<file path="src/hw/ntm_trainer_pkg.sv">
package ntm_trainer_pkg;

  //////////////////////////////////////////////////////////////////////
  // Sizes
  //////////////////////////////////////////////////////////////////////

  // Element width, all arithmetic wraps at this width
  localparam int DATA_WIDTH = 16;

  // Largest L or X
  localparam int MAX_LENGTH = 8;

  // Holds a size from 1 to MAX_LENGTH
  localparam int INDEX_WIDTH = 4;

  // Buffer address, one less bit than a size
  localparam int ADDR_WIDTH = $clog2(MAX_LENGTH);

  // Operand streams gathered by decode
  localparam int NUM_STREAMS = 3;
  localparam int STREAM_A    = 0;
  localparam int STREAM_I    = 1;
  localparam int STREAM_S    = 2;

  // Unit element for the (1 - i) term
  localparam logic [DATA_WIDTH-1:0] ONE = DATA_WIDTH'(1);

  //////////////////////////////////////////////////////////////////////
  // FSM states
  //////////////////////////////////////////////////////////////////////

  typedef enum logic [1:0] {
    DEC_IDLE,
    DEC_LOAD,
    DEC_ISSUE
  } decode_state_e;

  typedef enum logic [2:0] {
    RES_IDLE,
    RES_COLLECT,
    RES_BIAS,
    RES_WEIGHT,
    RES_DONE
  } result_state_e;

  //////////////////////////////////////////////////////////////////////
  // Pipeline payloads
  //////////////////////////////////////////////////////////////////////

  // One element of each stream for row l
  typedef struct packed {
    logic [DATA_WIDTH-1:0]  a;
    logic [DATA_WIDTH-1:0]  i;
    logic [DATA_WIDTH-1:0]  s;
    logic [INDEX_WIDTH-1:0] l;
    logic                   last;
    logic                   valid;
  } gate_operand_s;

  // Input-gate delta for row l
  typedef struct packed {
    logic [DATA_WIDTH-1:0]  di;
    logic [INDEX_WIDTH-1:0] l;
    logic                   last;
    logic                   valid;
  } gate_delta_s;

endpackage
</file>
<file path="src/hw/ntm_input_trainer.sv">
`timescale 1ns/1ps

module ntm_input_trainer
  import ntm_trainer_pkg::*;
(
  input  logic                   CLK,
  input  logic                   RST,
  input  logic                   START,
  input  logic [INDEX_WIDTH-1:0] SIZE_L_IN,
  input  logic [INDEX_WIDTH-1:0] SIZE_X_IN,
  input  logic [DATA_WIDTH-1:0]  A_IN,
  input  logic [DATA_WIDTH-1:0]  I_IN,
  input  logic [DATA_WIDTH-1:0]  S_IN,
  input  logic [DATA_WIDTH-1:0]  X_IN,
  input  logic                   A_IN_ENABLE,
  input  logic                   I_IN_ENABLE,
  input  logic                   S_IN_ENABLE,
  input  logic                   X_IN_ENABLE,
  output logic [DATA_WIDTH-1:0]  B_OUT,
  output logic [DATA_WIDTH-1:0]  W_OUT,
  output logic                   B_OUT_ENABLE,
  output logic                   W_OUT_X_ENABLE,
  output logic                   W_OUT_L_ENABLE,
  output logic                   READY
);

  // Decode to execute, one operand set per cycle
  gate_operand_s operand;

  // Execute to result, two cycles behind operand
  gate_delta_s   delta;

  ntm_trainer_decode u_decode (
    .CLK         (CLK),
    .RST         (RST),
    .START       (START),
    .SIZE_L_IN   (SIZE_L_IN),
    .A_IN        (A_IN),
    .A_IN_ENABLE (A_IN_ENABLE),
    .I_IN        (I_IN),
    .I_IN_ENABLE (I_IN_ENABLE),
    .S_IN        (S_IN),
    .S_IN_ENABLE (S_IN_ENABLE),
    .operand     (operand)
  );

  ntm_gate_differentiation u_execute (
    .CLK     (CLK),
    .RST     (RST),
    .operand (operand),
    .delta   (delta)
  );

  ntm_weight_gradient u_result (
    .CLK            (CLK),
    .RST            (RST),
    .START          (START),
    .SIZE_X_IN      (SIZE_X_IN),
    .X_IN           (X_IN),
    .X_IN_ENABLE    (X_IN_ENABLE),
    .delta          (delta),
    .B_OUT          (B_OUT),
    .W_OUT          (W_OUT),
    .B_OUT_ENABLE   (B_OUT_ENABLE),
    .W_OUT_X_ENABLE (W_OUT_X_ENABLE),
    .W_OUT_L_ENABLE (W_OUT_L_ENABLE),
    .READY          (READY)
  );

endmodule

</file>
<file path="src/hw/ntm_weight_gradient.sv">
`timescale 1ns/1ps

module ntm_weight_gradient
  import ntm_trainer_pkg::*;
(
  input  logic                   CLK,
  input  logic                   RST,
  input  logic                   START,
  input  logic [INDEX_WIDTH-1:0] SIZE_X_IN,
  input  logic [DATA_WIDTH-1:0]  X_IN,
  input  logic                   X_IN_ENABLE,
  input  gate_delta_s            delta,
  output logic [DATA_WIDTH-1:0]  B_OUT,
  output logic [DATA_WIDTH-1:0]  W_OUT,
  output logic                   B_OUT_ENABLE,
  output logic                   W_OUT_X_ENABLE,
  output logic                   W_OUT_L_ENABLE,
  output logic                   READY
);

  result_state_e state;

  // Sizes, X from START and L from the last delta
  logic [INDEX_WIDTH-1:0] size_x;
  logic [INDEX_WIDTH-1:0] size_l;
  logic [INDEX_WIDTH-1:0] x_ptr;
  logic [INDEX_WIDTH-1:0] x_ptr_nxt;
  logic                   take_x;
  logic                   last_seen;
  logic                   last_seen_nxt;
  logic                   collect_done;

  // Emission counters
  logic [INDEX_WIDTH-1:0] row;
  logic [INDEX_WIDTH-1:0] col;

  logic [DATA_WIDTH-1:0] x_buf  [MAX_LENGTH];
  logic [DATA_WIDTH-1:0] di_buf [MAX_LENGTH];

  //////////////////////////////////////////////////////////////////////
  // Collection
  //////////////////////////////////////////////////////////////////////

  always_comb begin
    take_x        = (state == RES_COLLECT) && X_IN_ENABLE && (x_ptr != size_x);
    x_ptr_nxt     = x_ptr + INDEX_WIDTH'(take_x);
    last_seen_nxt = last_seen || (delta.valid && delta.last);
    // both x and the last delta in hand after this edge
    collect_done  = (x_ptr_nxt == size_x) && last_seen_nxt;
  end

  // Deltas land by row index, order of arrival does not matter
  always_ff @(posedge CLK) begin
    if (take_x) begin
      x_buf[x_ptr[ADDR_WIDTH-1:0]] <= X_IN;
    end
    if (delta.valid) begin
      di_buf[delta.l[ADDR_WIDTH-1:0]] <= delta.di;
    end
  end

  //////////////////////////////////////////////////////////////////////
  // Control FSM and outputs
  //////////////////////////////////////////////////////////////////////

  always_ff @(posedge CLK or posedge RST) begin
    if (RST) begin
      state          <= RES_IDLE;
      size_x         <= '0;
      size_l         <= '0;
      x_ptr          <= '0;
      last_seen      <= 1'b0;
      row            <= '0;
      col            <= '0;
      B_OUT          <= '0;
      W_OUT          <= '0;
      B_OUT_ENABLE   <= 1'b0;
      W_OUT_X_ENABLE <= 1'b0;
      W_OUT_L_ENABLE <= 1'b0;
      READY          <= 1'b0;
    end else begin
      // Strobes are single-cycle by default
      B_OUT_ENABLE   <= 1'b0;
      W_OUT_X_ENABLE <= 1'b0;
      W_OUT_L_ENABLE <= 1'b0;
      READY          <= 1'b0;
      case (state)
        RES_IDLE: begin
          if (START) begin
            size_x    <= SIZE_X_IN;
            x_ptr     <= '0;
            last_seen <= 1'b0;
            state     <= RES_COLLECT;
          end
        end
        RES_COLLECT: begin
          x_ptr     <= x_ptr_nxt;
          last_seen <= last_seen_nxt;
          if (delta.valid && delta.last) begin
            size_l <= delta.l + INDEX_WIDTH'(1);
          end
          if (collect_done) begin
            row   <= '0;
            state <= RES_BIAS;
          end
        end
        RES_BIAS: begin
          // b(l) is di(l) for a single time step
          B_OUT        <= di_buf[row[ADDR_WIDTH-1:0]];
          B_OUT_ENABLE <= 1'b1;
          if (row == size_l - INDEX_WIDTH'(1)) begin
            row   <= '0;
            col   <= '0;
            state <= RES_WEIGHT;
          end else begin
            row <= row + INDEX_WIDTH'(1);
          end
        end
        RES_WEIGHT: begin
          // Row-major walk of w(l,x) = di(l) * x(x)
          W_OUT          <= DATA_WIDTH'(di_buf[row[ADDR_WIDTH-1:0]] *
                                        x_buf[col[ADDR_WIDTH-1:0]]);
          W_OUT_X_ENABLE <= 1'b1;
          if (col == size_x - INDEX_WIDTH'(1)) begin
            W_OUT_L_ENABLE <= 1'b1;
            col            <= '0;
            if (row == size_l - INDEX_WIDTH'(1)) begin
              state <= RES_DONE;
            end else begin
              row <= row + INDEX_WIDTH'(1);
            end
          end else begin
            col <= col + INDEX_WIDTH'(1);
          end
        end
        RES_DONE: begin
          READY <= 1'b1;
          state <= RES_IDLE;
        end
        default: begin
          state <= RES_IDLE;
        end
      endcase
    end
  end

endmodule

</file>
<file path="src/hw/ntm_gate_differentiation.sv">
`timescale 1ns/1ps

module ntm_gate_differentiation
  import ntm_trainer_pkg::*;
(
  input  logic          CLK,
  input  logic          RST,
  input  gate_operand_s operand,
  output gate_delta_s   delta
);

  // di = (s*a) * (i*(1-i)), split over two stages

  // Stage 1 partial products
  logic [DATA_WIDTH-1:0]  s1_sa;
  logic [DATA_WIDTH-1:0]  s1_ii;
  logic [INDEX_WIDTH-1:0] s1_l;
  logic                   s1_last;
  logic                   s1_valid;

  // Stage 2 result
  logic [DATA_WIDTH-1:0]  s2_di;
  logic [INDEX_WIDTH-1:0] s2_l;
  logic                   s2_last;
  logic                   s2_valid;

  //////////////////////////////////////////////////////////////////////
  // Valid pipe
  //////////////////////////////////////////////////////////////////////

  always_ff @(posedge CLK or posedge RST) begin
    if (RST) begin
      s1_valid <= 1'b0;
      s2_valid <= 1'b0;
    end else begin
      s1_valid <= operand.valid;
      s2_valid <= s1_valid;
    end
  end

  //////////////////////////////////////////////////////////////////////
  // Data pipe
  //////////////////////////////////////////////////////////////////////

  always_ff @(posedge CLK) begin
    // Stage 1, both products wrap at DATA_WIDTH
    s1_sa   <= DATA_WIDTH'(operand.s * operand.a);
    s1_ii   <= DATA_WIDTH'(operand.i * (ONE - operand.i));
    s1_l    <= operand.l;
    s1_last <= operand.last;
    // Stage 2
    s2_di   <= DATA_WIDTH'(s1_sa * s1_ii);
    s2_l    <= s1_l;
    s2_last <= s1_last;
  end

  assign delta = '{di: s2_di, l: s2_l, last: s2_last, valid: s2_valid};

endmodule

</file>
<file path="src/hw/ntm_trainer_decode.sv">
`timescale 1ns/1ps

module ntm_trainer_decode
  import ntm_trainer_pkg::*;
(
  input  logic                   CLK,
  input  logic                   RST,
  input  logic                   START,
  input  logic [INDEX_WIDTH-1:0] SIZE_L_IN,
  input  logic [DATA_WIDTH-1:0]  A_IN,
  input  logic                   A_IN_ENABLE,
  input  logic [DATA_WIDTH-1:0]  I_IN,
  input  logic                   I_IN_ENABLE,
  input  logic [DATA_WIDTH-1:0]  S_IN,
  input  logic                   S_IN_ENABLE,
  output gate_operand_s          operand
);

  //////////////////////////////////////////////////////////////////////
  // Signals
  //////////////////////////////////////////////////////////////////////

  decode_state_e state;

  // Captured L and issue pointer
  logic [INDEX_WIDTH-1:0] size_l;
  logic [INDEX_WIDTH-1:0] rd_ptr;

  // Streams side by side, indexed by STREAM_*
  logic [NUM_STREAMS-1:0][DATA_WIDTH-1:0]  stream_data;
  logic [NUM_STREAMS-1:0]                  stream_en;
  logic [NUM_STREAMS-1:0]                  take;
  logic [NUM_STREAMS-1:0][INDEX_WIDTH-1:0] wr_ptr;
  logic [NUM_STREAMS-1:0][INDEX_WIDTH-1:0] wr_ptr_nxt;
  logic                                    load_done;

  // Element buffers
  logic [DATA_WIDTH-1:0] buffer [NUM_STREAMS][MAX_LENGTH];

  assign stream_data[STREAM_A] = A_IN;
  assign stream_data[STREAM_I] = I_IN;
  assign stream_data[STREAM_S] = S_IN;

  assign stream_en[STREAM_A] = A_IN_ENABLE;
  assign stream_en[STREAM_I] = I_IN_ENABLE;
  assign stream_en[STREAM_S] = S_IN_ENABLE;

  //////////////////////////////////////////////////////////////////////
  // Stream capture
  //////////////////////////////////////////////////////////////////////

  // Each stream advances on its own, extra elements are dropped
  always_comb begin
    for (int k = 0; k < NUM_STREAMS; k++) begin
      take[k]       = (state == DEC_LOAD) && stream_en[k] && (wr_ptr[k] != size_l);
      wr_ptr_nxt[k] = wr_ptr[k] + INDEX_WIDTH'(take[k]);
    end
    // Last of the three streams completes on this edge
    load_done = (wr_ptr_nxt[STREAM_A] == size_l) &&
                (wr_ptr_nxt[STREAM_I] == size_l) &&
                (wr_ptr_nxt[STREAM_S] == size_l);
  end

  always_ff @(posedge CLK) begin
    for (int k = 0; k < NUM_STREAMS; k++) begin
      if (take[k]) begin
        buffer[k][wr_ptr[k][ADDR_WIDTH-1:0]] <= stream_data[k];
      end
    end
  end

  //////////////////////////////////////////////////////////////////////
  // Control FSM
  //////////////////////////////////////////////////////////////////////

  always_ff @(posedge CLK or posedge RST) begin
    if (RST) begin
      state  <= DEC_IDLE;
      size_l <= '0;
      rd_ptr <= '0;
      wr_ptr <= '0;
    end else begin
      case (state)
        DEC_IDLE: begin
          // START only counts here, busy START is dropped
          if (START) begin
            size_l <= SIZE_L_IN;
            wr_ptr <= '0;
            state  <= DEC_LOAD;
          end
        end
        DEC_LOAD: begin
          wr_ptr <= wr_ptr_nxt;
          if (load_done) begin
            rd_ptr <= '0;
            state  <= DEC_ISSUE;
          end
        end
        DEC_ISSUE: begin
          // One operand set per cycle, back to idle after row L-1
          rd_ptr <= rd_ptr + INDEX_WIDTH'(1);
          if (operand.last) begin
            state <= DEC_IDLE;
          end
        end
        default: begin
          state <= DEC_IDLE;
        end
      endcase
    end
  end

  //////////////////////////////////////////////////////////////////////
  // Operand output
  //////////////////////////////////////////////////////////////////////

  always_comb begin
    operand.a     = buffer[STREAM_A][rd_ptr[ADDR_WIDTH-1:0]];
    operand.i     = buffer[STREAM_I][rd_ptr[ADDR_WIDTH-1:0]];
    operand.s     = buffer[STREAM_S][rd_ptr[ADDR_WIDTH-1:0]];
    operand.l     = rd_ptr;
    operand.last  = (rd_ptr == size_l - INDEX_WIDTH'(1));
    operand.valid = (state == DEC_ISSUE);
  end

endmodule

</file>
<file path="config.mk">
export PLATFORM = sky130hd
export DESIGN_NAME = ntm_input_trainer
export DESIGN_NICKNAME = d
export VERILOG_FILES = /design/src/hw/ntm_trainer_pkg.sv /design/src/hw/ntm_input_trainer.sv /design/src/hw/ntm_weight_gradient.sv /design/src/hw/ntm_gate_differentiation.sv /design/src/hw/ntm_trainer_decode.sv
export SDC_FILE = /design/constraint.sdc
export NUM_CORES = 2
export LEC_CHECK = 0
export ABC_AREA = 1
export ABC_CLOCK_PERIOD_IN_PS = 9900
export BUFFER_PORTS_ARGS = -buffer_cell sky130_fd_sc_hd__buf_2
export CAP_MARGIN = 20
export CORE_ASPECT_RATIO = 1.2
export CORE_MARGIN = 2
export CORE_UTILIZATION = 40
export CTS_CLUSTER_SIZE = 30
export DETAILED_ROUTE_END_ITERATION = 7
export GPL_TIMING_DRIVEN = 0
export PLACE_DENSITY = 0.57
export SLEW_MARGIN = 0
export SYNTH_ARGS = -nofsm -noshare
export SYNTH_HDL_FRONTEND = slang
export SYNTH_SLANG_ARGS = --single-unit
</file>
<file path="constraint.sdc">
create_clock -name CLK -period 9.9 [get_ports CLK]
set_clock_uncertainty 0.15 [all_clocks]
set_input_delay 0.495 -clock CLK [delete_from_list [all_inputs] [get_ports CLK]]
set_output_delay 0.495 -clock CLK [all_outputs]
set_load 0.05 [all_outputs]
</file>
Word level (Yosys, flattened, before mapping). Memory sizes are Yosys's and may differ from the RTL's. Cells that the tools add are included.

Logic and storage cells: 173. Bits in read-only memories: 0. Flip-flop bits (word level): 142. Bits in latches: 0. RAM bits: 640. Memories kept: 3.

Memory list: u_decode.buffer (depth 3, width 128, rd ports 3, clocked after Yosys merged registers in 0, wr ports 3, line ntm_trainer_decode.sv:38) `logic [DATA_WIDTH-1:0] buffer [NUM_STREAMS][MAX_LENGTH];`; u_result.di_buf (depth 8, width 16, rd ports 1, clocked after Yosys merged registers in 0, wr ports 1, line ntm_weight_gradient.sv:38) `logic [DATA_WIDTH-1:0] di_buf [MAX_LENGTH];`; u_result.x_buf (depth 8, width 16, rd ports 1, clocked after Yosys merged registers in 0, wr ports 1, line ntm_weight_gradient.sv:37) `logic [DATA_WIDTH-1:0] x_buf [MAX_LENGTH];`.

Reduce and logical (&&, ||, !) cells: 33. Magnitude comparators: 7. Multipliers: 4. Shift operators: 0. Add/subtract/negate cells: 12. Muxes and demuxes: 56. Bitwise operators: 4. Divide/modulo/power cells: 0. Eq/ne operators: 26.

Operators with widths (number): 2-to-1 mux 128 bit (3); binary-select mux 16 bit (select 3 bit) (3); demux 16 bit (select 3 bit) (3); 2-to-1 mux 16 bit (9); multiplier 16 x 16 -> 16 bit (4); 2-to-1 mux 4 bit (8); == test 4 bit (7); one-hot mux 12 bit (2 select lines) (1); one-hot mux 4 bit (2 select lines) (3); adder 4 x 1 -> 4 bit (4); adder 4 x 1 -> 4 bit (second input constant) (4); >= comparator 4 bit (second input constant) (4); inequality test 4 bit (4); inverter 3 -> 4 bit (4); subtractor 1 x 16 -> 16 bit (first input constant) (1); logical AND 1 bit (15); 2-to-1 mux 3 bit (5); AND reduction 2 bit (7); 2-to-1 mux 1 bit (13); < comparator 4 x 1 -> 1 bit (second input constant) (3); 2-to-1 mux 12 bit (1); inequality test 2 x 1 -> 1 bit (second input constant) (6); one-hot mux 3 bit (4 select lines) (1); one-hot mux 4 bit (3 select lines) (1); 18 further kinds (28).

Depth between registers and ports, before layout.
Depth after elaboration: 9. Gate-level depth with buffers: 47. Depth with buffers taken out: 43.

Modules after synthesis. From an unflattened synthesis, not the netlist that was laid out.

Cell total of the unflattened synthesis: 4867. Area total of the unflattened synthesis: 46876.2 µm².

Modules (own cells, without submodules): ntm_weight_gradient (cells an instance 1825, area each 17470.5 µm², seq. area each 9188.8 µm², instances 1); ntm_trainer_decode (cells an instance 1328, area each 16403.2 µm², seq. area each 12081.6 µm², instances 1); ntm_gate_differentiation (cells an instance 1714, area each 13002.5 µm², seq. area each 1151.1 µm², instances 1).

Worst setup path after synthesis. Ideal clock, no wire load.

Path kind: reg2reg. Start: reg u_decode.rd_ptr[1]. End: reg u_execute.s1_ii[15]. Path buffers: 5. Clock period less this slack: 7.244 ns. Library setup time: 0.112 ns. Arrival time: 6.982 ns. Cell stages (with the launch flop): 44. Required time: 9.638 ns. Setup slack: 2.656 ns. Cell sequence: dfrtp_1 > buf_6 > inv_2 > buf_6 > buf_6 > o21ai_0 > o21ai_1 > nand2_1 > nand2_2 > inv_2 > clkbuf_1 > ha_1 > nand3_1 > inv_1 > ha_1 > clkbuf_1 > nor2_1 > fa_1 > [... 8 more ...] > inv_1 > fa_1 > inv_1 > ha_1 > inv_1 > nor2_1 > o21ai_0 > nand2_1 > nand2_1 > nand2_1 > a21oi_1 > nand3_1 > nand2_1 > inv_1 > nand2_1 > nand2_1 > nand2_1 > nand2_1.

Longest elaborated chain between the ends: 6.

Ends and longest elaborated chain: start: declaration (line ntm_trainer_decode.sv:27) `logic [INDEX_WIDTH-1:0] rd_ptr;`; start signal: assignment (line ntm_trainer_decode.sv:101) `rd_ptr <= rd_ptr + INDEX_WIDTH'(1);`; inverter 3 -> 4 bit (implied by the code) * (line ntm_trainer_decode.sv:119) `operand.i = buffer[STREAM_I][rd_ptr[ADDR_WIDTH-1:0]];`; binary-select mux 16 bit (select 3 bit) * (line ntm_trainer_decode.sv:119); 2-to-1 mux 16 bit (implied by the code) * (2 in a row) (line ntm_trainer_decode.sv:119); subtractor 1 x 16 -> 16 bit (line ntm_gate_differentiation.sv:48) `s1_ii <= DATA_WIDTH'(operand.i * (ONE - operand.i));`; multiplier 16 x 16 -> 16 bit * (line ntm_gate_differentiation.sv:48); end signal: assignment (line ntm_gate_differentiation.sv:48); end: declaration (line ntm_gate_differentiation.sv:16) `logic [DATA_WIDTH-1:0] s1_ii;`.

Mark *: on every way between the ends. The rest lies on a longest branch, timed or not. The select of a mux whose other input is x is not followed. A chain may end at the register's enable or synchronous reset.

Worst setup path after layout. Ends and elaborated chain as after synthesis.

==> flow_summary.yaml <==
sta:
  max_slew_margin_pct: 33.47
  tightestPinTransition_ns: 0.9913
  fin_setup_tns_ns: 0
  setup_viol: 0
  min_period_ns: 9.007
  report.final.hold_viol_count: 0
  fmax_ghz: 0.1110
  whs_ns: 0.1593
  rsz0062_at_grt: "no"
  min_period_over_period_pct: 90.98
  setup_ws_ns: 0.8929
  slew_violations: 0
drt:
  ant_nets: 0
  wirelength_um: 117200
  viasPerCell: 5.003
  dr_total_vias: 31070
  drtIter0Drc: 2275
  avgRoutedWirePerCell_um: 18.88
  drtPass1Iterations: 6
  post-route-drc-count: 0
yosys:
  synth.most_common_cell: "nand2_1"
  netlist_area_sq_um: 44160
  synth_area_leaders: "edfxtp_1 (41%), fa_1 (13%), nand2_1 (6.6%), ha_1 (6.1%), inv_1 (5.9%)"
  synth_cell_types: 53
  avgSynthCellArea_sq_um: 9.990
  yosysTopAreaCell: "edfxtp_1"
  synthArstFlopShare_pct: 11.01
  synth_seq_area_share_pct: 48.48
  synth_flop_cell: "edfxtp_1"
  ys_top_cells_by_count: "nand2_1 (779), inv_1 (698), edfxtp_1 (608), nor2_1 (608), o21ai_0 (345)"
  ys_warn_count: 0
  ys_ff_latch: 745
  synth_top_area_share_pct: 41.34
  synth_edf_count: 608
  synthCells: 4421
floorplanning:
  rows: 133
  die_w_um: 307.3
  ioPinCount: 115
  start_util_pct: 40.33
  die_area_sq_um: 113100
  dieHeight_um: 368.0
  core_area_sq_um: 109500
clocking:
  clock_latency_ns: 0.66
  numCtsBuffers: 80
  cts_tree: "yes"
  cts_max_level: 3
  clock-root-buffer: "clkbuf_16"
  clock_path_buffers: 3
  path_clk_slew_ns: 0.06
  cts.sinks: 745
worst_setup_path:
  worst-r2r-setup-slack_ns: 0.89
  start_kind: "register"
  critical_path.reg2reg.endpoint: "u_execute.s1_ii[15]"
  crit_path_end: "u_execute.s1_ii[15]"
  critPathLaunch: "u_decode.rd_ptr[1]"
  endpoint_kind: "register"
  worstSetupPathType: "reg2reg"
  crit_top_cell: "nand2_1"
  critPathBufInv: 13
  critPathMaxStageDelay_ns: 0.54
  critPathArrivalTime_ns: 9.41
  critical_path_depth: 43
  cp_top_family: "adder cells"
  critical_path_required_ns: 10.30
  worstRegToRegCells: 43
  cp_max_fo: 11
  r2r-start: "u_decode.rd_ptr[1]"
  crit_path_top_delay_cell: "fa_1"
layout:
  nNetsFinal: 5305
  layout-drive-gt1-share_pct: 9.977
  areaGrowthSynthToFinish_pct: 14.80
  fin_cells: 6210
placement:
  place_congestion: 0.9040
  dp.cells: 5991
  dp_hpwl_um: 87530
  numPortBuffers: 109
  dp_slack_ns: 0.9841
global_routing:
  grt_max_degree: 49
  grt_pass1_wl_um: 181600
  antenna_found_initial: 6
  grt_overflow: 0
  grt_pass1_vias: 31690
  grt_usage_pct: 20.96
job:
  maxCapViolations: 0
status:
  outcome: "completed"
worst_hold_path:
  hold_path.class: "in2reg"
layout by cell type, fill, tap and decap left out, types with 17 or more instances in the layout:
master,n
o21ai_1,65
xnor2_1,70
buf_2,161
dfxtp_1,55
nor2_1,570
nor2_2,42
fa_1,283
xor2_1,77
o21ai_0,345
edfxtp_1,608
clkbuf_1,83
a21oi_1,49
inv_1,697
clkbuf_16,83
buf_4,18
nand2_2,17
o22ai_1,80
buf_8,29
nand2_1,779
dfrtp_1,82
nand3_1,98
buf_6,26
dlygate4sd3_1,70
ha_1,217
state kept, by name, indices dropped and copies added (netlist names), 12 cells and up:
register	count
u_execute.s1_ii	15
u_result.B_OUT	15
u_result.W_OUT	15
u_result.di_buf	120
u_decode.wr_ptr	12
u_execute.s1_sa	15
u_execute.s2_di	15
u_result.x_buf	120
u_decode.buffer	368
tightest hold or removal path, cell delays in order:
cell and delay (ns):
buf_2 0.15, nand2_1 0.12, mux2_2 0.15
through the flow:
stage,cell area [sq um],utilization (%)
CTS,50690,46.30
global route,50700,46.30
finish,50700,46.30
detailed placement,47320,43.22
floorplan,44170,-
global placement,46490,42.45
worst min path at each step:
stage	start	to	slack (ns)	depth (start not counted)
5_1_grt	START	u_decode.size_l[3]	0.17	3
4_1_cts	START	u_decode.size_l[3]	0.13	3
3_3_place_gp	u_execute.s1_l[1]	u_execute.s2_l[1]	0.16	0
2_1_floorplan	u_execute.s1_l[0]	u_execute.s2_l[0]	0.16	0
6_report	START	u_decode.size_l[3]	0.16	3
3_5_place_dp	u_execute.s1_l[3]	u_execute.s2_l[3]	0.16	0
what timing repair did:
action	in CTS	in global routing
resized for setup	0	0
endpoints found under the hold margin	530	0
setup buffers	0	0
endpoints found under the setup margin	0	0
hold buffers	70	0
layer usage:
layer / global-route usage (%) / share of wire, % / vias to the layer above / routed length, um
li1: - / - / 14820 / -
met1: 25.73 / 41 / 15210 / 48270
met2: 37.63 / 51 / 821 / 59720
met3: 2.642 / 4.6 / 207 / 5442
met4: 7.561 / 3.2 / 8 / 3743
met5: 0 / 0.042 / - / 49
logic make-up (layout without fill, tap and decap cells):
logic type | after synthesis | count (layout) | synth area share [%]
simple gates | 1541 | 1541 | 13.73
buf+inv | 882 | 1251 | 8.216
flops | 745 | 745 | 48.48
compound gates | 600 | 600 | 7.528
fa+ha+maj | 500 | 500 | 18.98
xor+xnor | 149 | 149 | 2.989
mux | 3 | 3 | 0.07649
other cells | 1 | 4 | 0.008491
final cells by class:
cell class	instances	area [sq um]
fillers	10290	58800
flip-flops and latches	745	21410
multi-input cells	2795	19230
inverters	709	2664
clock buffers	102	2215
repair buffers	222	1974
well taps	1417	1773
plain buffers	173	967.2
clock inverters	45	456.7
diodes	2	5.005
Power is not shown: default switching activity piles up to over one toggle a cycle in this logic, so the estimate is an artifact.
